[src/common/shooter_pkg.sv]
// Shared types and play-field geometry for the shooter subsystem
// Coordinate type, screen size, ship box and bullet spawn row

`default_nettype none

package shooter_pkg;

  // Pixel coordinate, wide enough for both screen axes
  typedef logic [10:0] coord_t;

  // Play-field size in pixels
  localparam coord_t SCREEN_W = 11'd1024;
  localparam coord_t SCREEN_H = 11'd768;

  // Ship box
  // Top row of the ship band
  localparam coord_t Y_SHIP = 11'd680;

  // Rows covered by the ship, counted from Y_SHIP
  localparam coord_t SHIP_HEIGHT = 11'd32;

  // Reach either side of the ship centre, inclusive
  localparam coord_t HALF_SHIP_WIDTH = 11'd24;

  // Centre column after reset or restart
  localparam coord_t SHIP_START_X = 11'd512;

  // Enemy bullets
  // First row of a freshly spawned bullet, just below the enemy line
  localparam coord_t SPAWN_Y = 11'd64;

endpackage

`default_nettype wire
[src/hw/shooter_core.sv]
// Play-field top level of the shooter
// Ship control, enemy bullet pool and collision test

`timescale 1ns/10ps
`default_nettype none

module shooter_core
  import shooter_pkg::*;
#(
  parameter int N_BULLETS    = 5,
  parameter int BULLET_SPEED = 8,
  parameter int SHIP_STEP    = 4
) (
  input  logic                 pclk,
  input  logic                 rst,
  input  logic                 frame_tick,
  input  logic                 btn_left,
  input  logic                 btn_right,
  input  logic                 enemy_fire,
  input  coord_t               enemy_x,
  input  logic                 restart,
  output coord_t               ship_x,
  output coord_t               bullet_x [N_BULLETS],
  output coord_t               bullet_y [N_BULLETS],
  output logic [N_BULLETS-1:0] bullet_active,
  output logic                 is_ship_dead
);

  // Dead flag also feeds back to freeze the ship
  ship_control #(
    .SHIP_STEP    (SHIP_STEP)
  ) u_ship_control (
    .pclk         (pclk),
    .rst          (rst),
    .frame_tick   (frame_tick),
    .restart      (restart),
    .btn_left     (btn_left),
    .btn_right    (btn_right),
    .is_ship_dead (is_ship_dead),
    .ship_x       (ship_x)
  );

  en_bullet_pool #(
    .N_BULLETS     (N_BULLETS),
    .BULLET_SPEED  (BULLET_SPEED)
  ) u_en_bullet_pool (
    .pclk          (pclk),
    .rst           (rst),
    .frame_tick    (frame_tick),
    .restart       (restart),
    .enemy_fire    (enemy_fire),
    .enemy_x       (enemy_x),
    .bullet_x      (bullet_x),
    .bullet_y      (bullet_y),
    .bullet_active (bullet_active)
  );

  detect_collision #(
    .N_BULLETS     (N_BULLETS)
  ) u_detect_collision (
    .pclk          (pclk),
    .rst           (rst),
    .restart       (restart),
    .ship_x        (ship_x),
    .bullet_x      (bullet_x),
    .bullet_y      (bullet_y),
    .bullet_active (bullet_active),
    .is_ship_dead  (is_ship_dead)
  );

endmodule

`default_nettype wire

[src/hw/detect_collision.sv]
// Ship against enemy bullet hit test
// Any active bullet inside the ship box sets a sticky dead flag

`timescale 1ns/10ps
`default_nettype none

module detect_collision
  import shooter_pkg::*;
#(
  parameter int N_BULLETS = 5
) (
  input  logic                 pclk,
  input  logic                 rst,
  input  logic                 restart,
  input  coord_t               ship_x,
  input  coord_t               bullet_x [N_BULLETS],
  input  coord_t               bullet_y [N_BULLETS],
  input  logic [N_BULLETS-1:0] bullet_active,
  output logic                 is_ship_dead
);

  // Full ship height, not only the top row
  localparam coord_t Y_TOP    = Y_SHIP;
  localparam coord_t Y_BOTTOM = Y_SHIP + SHIP_HEIGHT - 11'd1;

  logic [N_BULLETS-1:0] hit;
  logic [11:0]          ship_reach;
  logic [11:0]          bx_reach [N_BULLETS];
  logic                 in_x;
  logic                 in_y;

  // Right edge of the ship box, one bit wider
  assign ship_reach = {1'b0, ship_x} + {1'b0, HALF_SHIP_WIDTH};

  // Left side tested as bullet_x + half >= ship_x to avoid underflow
  always_comb begin
    in_x = 1'b0;
    in_y = 1'b0;
    for (int i = 0; i < N_BULLETS; i++) begin
      bx_reach[i] = {1'b0, bullet_x[i]} + {1'b0, HALF_SHIP_WIDTH};
      in_x = (bx_reach[i] >= {1'b0, ship_x}) &&
             ({1'b0, bullet_x[i]} <= ship_reach);
      in_y = (bullet_y[i] >= Y_TOP) && (bullet_y[i] <= Y_BOTTOM);
      hit[i] = bullet_active[i] && in_x && in_y;
    end
  end

  // Sticky until reset or restart
  always_ff @(posedge pclk) begin
    if (rst || restart) begin
      is_ship_dead <= 1'b0;
    end else if (|hit) begin
      is_ship_dead <= 1'b1;
    end
  end

endmodule

`default_nettype wire

[src/en_bullet_pool/en_bullet_pool.sv]
// Enemy bullet slot pool
// Pending fire request, per-frame fall, retire at screen bottom,
// lowest free slot allocation

`timescale 1ns/10ps
`default_nettype none

module en_bullet_pool
  import shooter_pkg::*;
#(
  parameter int N_BULLETS    = 5,
  parameter int BULLET_SPEED = 8
) (
  input  logic                 pclk,
  input  logic                 rst,
  input  logic                 frame_tick,
  input  logic                 restart,
  input  logic                 enemy_fire,
  input  coord_t               enemy_x,
  output coord_t               bullet_x [N_BULLETS],
  output coord_t               bullet_y [N_BULLETS],
  output logic [N_BULLETS-1:0] bullet_active
);

  localparam coord_t SPEED = coord_t'(BULLET_SPEED);

  // One extra bit so the stepped row never wraps
  localparam logic [11:0] Y_LAST = {1'b0, SCREEN_H} - 12'd1;

  // Fire request waiting for the next frame
  logic   pending_valid;
  coord_t pending_x;

  logic [N_BULLETS-1:0] free_onehot;
  logic                 slot_found;
  logic [N_BULLETS-1:0] spawn;
  logic [N_BULLETS-1:0] leaves;
  logic [11:0]          y_step [N_BULLETS];

  // Lowest inactive slot, one-hot
  // Uses the active bits before this frame's retirements
  always_comb begin
    free_onehot = '0;
    slot_found  = 1'b0;
    for (int i = 0; i < N_BULLETS; i++) begin
      if (!bullet_active[i] && !slot_found) begin
        free_onehot[i] = 1'b1;
        slot_found     = 1'b1;
      end
    end
  end

  // With no free slot the request simply gets no spawn bit
  assign spawn = pending_valid ? free_onehot : '0;

  // Next row of every slot and whether it drops off the bottom
  always_comb begin
    for (int i = 0; i < N_BULLETS; i++) begin
      y_step[i] = {1'b0, bullet_y[i]} + {1'b0, SPEED};
      leaves[i] = bullet_active[i] && (y_step[i] > Y_LAST);
    end
  end

  // Control state
  always_ff @(posedge pclk) begin
    if (rst || restart) begin
      pending_valid <= 1'b0;
      bullet_active <= '0;
    end else begin
      if (frame_tick) begin
        // The tick consumes the old request, a fire in this cycle waits
        pending_valid <= enemy_fire;
        for (int i = 0; i < N_BULLETS; i++) begin
          if (leaves[i]) begin
            bullet_active[i] <= 1'b0;
          end else if (spawn[i]) begin
            bullet_active[i] <= 1'b1;
          end
        end
      end else if (enemy_fire) begin
        pending_valid <= 1'b1;
      end
    end
  end

  // Column of the latest fire strobe, later strobes overwrite it
  always_ff @(posedge pclk) begin
    if (enemy_fire) begin
      pending_x <= enemy_x;
    end
  end

  // Slot positions
  always_ff @(posedge pclk) begin
    if (frame_tick) begin
      for (int i = 0; i < N_BULLETS; i++) begin
        if (bullet_active[i]) begin
          // Falls one step, a retired slot keeps a stale row
          bullet_y[i] <= y_step[i][10:0];
        end else if (spawn[i]) begin
          bullet_x[i] <= pending_x;
          bullet_y[i] <= SPAWN_Y;
        end
      end
    end
  end

endmodule

`default_nettype wire

[src/hw/ship_control.sv]
// Ship motion from left/right button levels
// One clamped step per frame, frozen once the ship is dead

`timescale 1ns/10ps
`default_nettype none

module ship_control
  import shooter_pkg::*;
#(
  parameter int SHIP_STEP = 4
) (
  input  logic   pclk,
  input  logic   rst,
  input  logic   frame_tick,
  input  logic   restart,
  input  logic   btn_left,
  input  logic   btn_right,
  input  logic   is_ship_dead,
  output coord_t ship_x
);

  localparam coord_t STEP  = coord_t'(SHIP_STEP);

  // Centre limits that keep the whole ship on screen
  localparam coord_t X_MIN = HALF_SHIP_WIDTH;
  localparam coord_t X_MAX = SCREEN_W - 11'd1 - HALF_SHIP_WIDTH;

  logic   move_left;
  logic   move_right;
  coord_t x_left;
  coord_t x_right;
  coord_t x_next;

  // Opposing buttons cancel out
  assign move_left  = btn_left & ~btn_right;
  assign move_right = btn_right & ~btn_left;

  // Candidate positions, clamped before the step could cross a limit
  always_comb begin
    if (ship_x < X_MIN + STEP) begin
      x_left = X_MIN;
    end else begin
      x_left = ship_x - STEP;
    end

    if (ship_x > X_MAX - STEP) begin
      x_right = X_MAX;
    end else begin
      x_right = ship_x + STEP;
    end
  end

  always_comb begin
    if (move_left) begin
      x_next = x_left;
    end else if (move_right) begin
      x_next = x_right;
    end else begin
      x_next = ship_x;
    end
  end

  always_ff @(posedge pclk) begin
    if (rst || restart) begin
      ship_x <= SHIP_START_X;
    end else if (frame_tick && !is_ship_dead) begin
      ship_x <= x_next;
    end
  end

endmodule

`default_nettype wire

[config.mk]
export PLATFORM = sky130hd
export DESIGN_NAME = shooter_core
export DESIGN_NICKNAME = d
export VERILOG_FILES = /design/src/common/shooter_pkg.sv /design/src/hw/shooter_core.sv /design/src/hw/detect_collision.sv /design/src/en_bullet_pool/en_bullet_pool.sv /design/src/hw/ship_control.sv
export SDC_FILE = /design/constraint.sdc
export NUM_CORES = 1
export LEC_CHECK = 0
export ABC_AREA = 1
export BUFFER_PORTS_ARGS = -buffer_cell sky130_fd_sc_hd__buf_2
export CAP_MARGIN = 20
export CORE_MARGIN = 2
export CORE_UTILIZATION = 45
export CTS_CLUSTER_DIAMETER = 50
export DETAILED_ROUTE_END_ITERATION = 10
export PLACE_DENSITY = 0.7
export SETUP_SLACK_MARGIN = 0.3
export SLEW_MARGIN = 40
export SYNTH_ARGS = -nofsm -noshare
export SYNTH_HDL_FRONTEND = slang
export SYNTH_HIERARCHICAL = 1
export SYNTH_SLANG_ARGS = --single-unit
[constraint.sdc]
create_clock -name pclk -period 2.7 [get_ports pclk]
set_clock_uncertainty 0.1 [all_clocks]
set_input_delay 0.27 -clock pclk [delete_from_list [all_inputs] [get_ports pclk]]
set_output_delay 0.27 -clock pclk [all_outputs]
set_load 0.1 [all_outputs]
==> metrics.md <==
| Metric | Value |
|---|---|
| Status | finished clean |
| Seq/Total Area, Yosys | roughly two fifths |
| CP delay by family, top | simple AND/OR/NAND/NOR gates |
| CTS H-tree lvls | 4 |
| Hold path startpoint | restart |
| Die height | approximately 150 um |
| Grt ovf | 0 |
| Max stage delay on crit path | around 0.36 ns |
| Worst-Skew Late Latency | 0.43 ns |
| Number of distinct library cells after synthesis | 40 |
| Async set-reset flop share out of synthesis | 0% |
| Crit start category | register |
| Clock-pin slew on the worst setup and hold paths | 0.06 ns |
| Die area | around 21000 sq um |
| Top cells by area, synth | edfxtp_1 (35%), ha_1 (15%), nand2_1 (9.2%) |
| Most frequent cells in the layout | nand2_1 (216), inv_1 (157), buf_2 (129) |
| Number of buffers created by CTS | 17 |
| Setup WS pre-CTS | -0.0593 ns |
| Mux cell area share after synthesis | 0% |
| Clock root buffer | clkbuf_16 |
| Initial drt markers | approximately 600 |
| Post-synth EDFFs | between 100 and 150 |
| Area leader, netlist | edfxtp_1 |
| Worst Setup End Kind | register |
| Initial DRT Pass Iterations | 5 |
| Leakage | ~5.4 nW |
| RSZ-0062 raised after global routing | true |
| Area of the mapped netlist | between 8000 and 9000 sq um |
| Via count of the routed design | 8148 |
| Wirelength per Cell | approximately 16 um |
| Slew Viols, Final | 0 |
| GPL Wtd Cong | 0.960 |
| Critical Path RT | a little under 3 ns |
| Avg Vias per Cell | approximately 5.2 |
| Max VDD drop | about 430 uV |
| Final Hold Viols | 0 |
| R2r startpoint | u_ship_control/ship_x[3] |
| Critical-path maximum fanout | 5 |
| Slowest cell on the critical path | dfxtp_4 |
| Yosys warnings | 6 |
| Mapped Avg Cell Area | 8.19 sq um |
| Worst Tran Pin Value | roughly 0.55 ns |
| R2R Setup Slk | approximately 0.071 ns |
| Antenna viol nets, final | 0 |
| Final instance area | about 11000 sq um |
| Type of the worst setup path | register to register |
| First-pass GRT wire length | between 40 and 50 mm |
| Rel. slew slack | a little under two thirds |
| Synth Area in Simple Gates | between 20% and 30% |
| Setup ws final | between 0.07 and 0.08 ns |
| Die X | ~150 um |
| Reg2Reg Capture Point | u_detect_collision/is_ship_dead |
| Minimum clock period | roughly 2.6 ns |
| Syn-to-layout area delta | 26.0% |
| Placement Cell Area | a little over 10000 sq um |
| Initial antenna violation count | 0 |
| Core box area | 19500 sq um |
| Hold depth | 3 |
| WHS Endpoint | u_detect_collision/is_ship_dead |
| Synth top area share | 35.4% |
| CP Buf/Inv Count | 2 |
| Clock Sinks | 123 |
| I/O pin count | roughly 150 |
| Most common cell after layout, fill and taps aside | nand2_1 |
| Max Cap Viol | 0 |
| GRT Total Usage | roughly a quarter |
| Yosys reg bits | 123 |
| Complex-gate fraction of the synthesized area | about 8.4% |
| Max Freq | 0.380 GHz |
| Hpwl dp | about 19 mm |
| Number of remaining DRC errors | 0 |
| Clock buffer depth | 2 |
| Critical Path AT | just under 3 ns |
| Worst Reg-to-Reg Cells | 17 |
| Post-Synth XOR/XNOR Area | roughly 4.3% |
| Pin count of the biggest net entering global routing | 17 |
| Largest family of logic cells by synthesized area | simple AND/OR/NAND/NOR gates |
| Starting Density | 46.0% |
| Crit-path most repeated cell | nand2_2 |
| CP cell instances | inv_6 -> ha_4 -> nor3_4 -> nand3_2 -> xor2_4 -> ha_4 -> a21oi_1 -> nor2_1 -> o21ai_1 -> nand2_1 -> inv_2 -> nand2_2 -> nand2_2 -> nand2_2 -> nand2_2 -> nor2_1 -> a21oi_1 |
| Setup violators final | 0 |
| Port-buffer cells | between 100 and 150 |
| Top_reg_cell synth | edfxtp_1 |
| Row cnt | ~50 |
| Pwr dens | roughly 450 nW/um^2 |
| Wirelength, routed | approximately 26 mm |
| Setup TNS | 0 ns |
| Layout cells sized above 1 | a little under a quarter |
| CTS tree | built |
| Nets | between 1000 and 1500 |
| Mapped Cells | 1097 |
| Diodes inserted | 0 |
| HP Class | input port to register |
| Adder-cell share of the synthesized area | between 10% and 20% |
| Final worst path period share | 97.4% |
| Number of global-route vias before repair | 7521 |
how the worst max path moves through the flow:
stage,start,endpoint,slack [ns],depth (start not counted)
final,u_ship_control/ship_x[3],u_detect_collision/is_ship_dead,0.07,17
after global routing,u_ship_control/ship_x[3],u_detect_collision/is_ship_dead,-0.04,17
after CTS,u_ship_control/ship_x[3],u_detect_collision/is_ship_dead,0.16,19
after detailed placement,u_ship_control/ship_x[3],u_detect_collision/is_ship_dead,-0.06,18
after global placement,u_ship_control/ship_x[3],u_detect_collision/is_ship_dead,-0.002,18
after floorplan,u_en_bullet_pool/bullet_x[3],u_detect_collision/is_ship_dead,-0.28,15
state kept, by name (all words and copies together) (netlist names):
| name | flops |
|---|---|
| u_en_bullet_pool/bullet_y | 40 |
| u_en_bullet_pool/pending_x | 11 |
| u_en_bullet_pool/pending_valid | 1 |
| u_en_bullet_pool/bullet_active | 5 |
| u_ship_control/ship_x | 10 |
| u_detect_collision/is_ship_dead | 1 |
| u_en_bullet_pool/bullet_x | 55 |
synth_stat cells, types with 18 or more instances:
cell,n
nand4_1,18
nand3_1,76
nor2_1,110
a21oi_1,58
xor2_1,31
nor3_1,19
inv_1,171
o21ai_0,47
ha_1,105
edfxtp_1,106
nand2_1,221
report_power, final:
| part | leakage, nW | switching (mW) | internal [mW] |
|---|---|---|---|
| Clock | 0.305 | 0.857 | 1.60 |
| Sequential | 1.14 | 0.0469 | 2.09 |
| Combinational | 3.96 | 0.389 | 0.153 |
logic make-up after synthesis:
| logic type | count (synthesis) |
|---|---|
| flip-flops | 123 |
| AO/OA/AOI/OAI | 137 |
| AND/OR/NAND/NOR | 490 |
| other | 1 |
| buffers and inverters | 197 |
| adder cells (fa/ha/maj) | 105 |
| XOR/XNOR | 44 |
per-stage QoR:
step           hold slack, ns  cells  power (mW)  utilization, %
6_report               0.0702   1579        5.13            57.9
5_1_grt                0.0612   1579        5.30            57.9
4_1_cts                0.0520   1573        5.14            56.9
3_5_place_dp            0.349   1514        2.66            52.1
3_3_place_gp            0.348   1514        2.66            52.1
2_1_floorplan           0.247   1111        2.55               -
layout make-up:
| class | count | area [sq um] |
|---|---|---|
| flip-flops and latches | 123 | 3550 |
| inverters | 178 | 678 |
| well taps | 265 | 332 |
| repair buffers | 190 | 1140 |
| multi-input cells | 791 | 4990 |
| clock buffers | 22 | 464 |
| fillers | 1740 | 8210 |
| clock inverters | 10 | 164 |
per-layer routing:
| metal | up-vias | track usage, % | share of wire [%] | routed length [um] |
|---|---|---|---|---|
| li1 | 4036 | - | - | - |
| met1 | 3734 | 31.0 | 42 | 10600 |
| met2 | 320 | 39.9 | 47 | 12100 |
| met3 | 58 | 5.60 | 7.6 | 1950 |
| met4 | 0 | 9.95 | 3.6 | 919 |
| met5 | - | 0 | 0 | 0 |
timing repair:
| item | CTS | global route |
|---|---|---|
| hold endpoints to repair | 12 | 0 |
| pin swaps | 11 | 17 |
| setup endpoints to repair | 1 | 1 |
| hold buffers | 13 | 0 |
| resized for setup | 16 | 31 |
| setup buffers | 14 | 6 |
worst reg2reg max path: stages, from the launching register on:
cell and delay (ns):
dfxtp_4 0.36, inv_6 0.04, ha_4 0.16, nor3_4 0.15, nand3_2 0.15, xor2_4 0.31
ha_4 0.26, a21oi_1 0.19, nor2_1 0.06, o21ai_1 0.15, nand2_1 0.11, inv_2 0.08
nand2_2 0.06, nand2_2 0.07, nand2_2 0.06, nand2_2 0.06, nor2_1 0.04, a21oi_1 0.13
(Power assumes the default switching activity.)
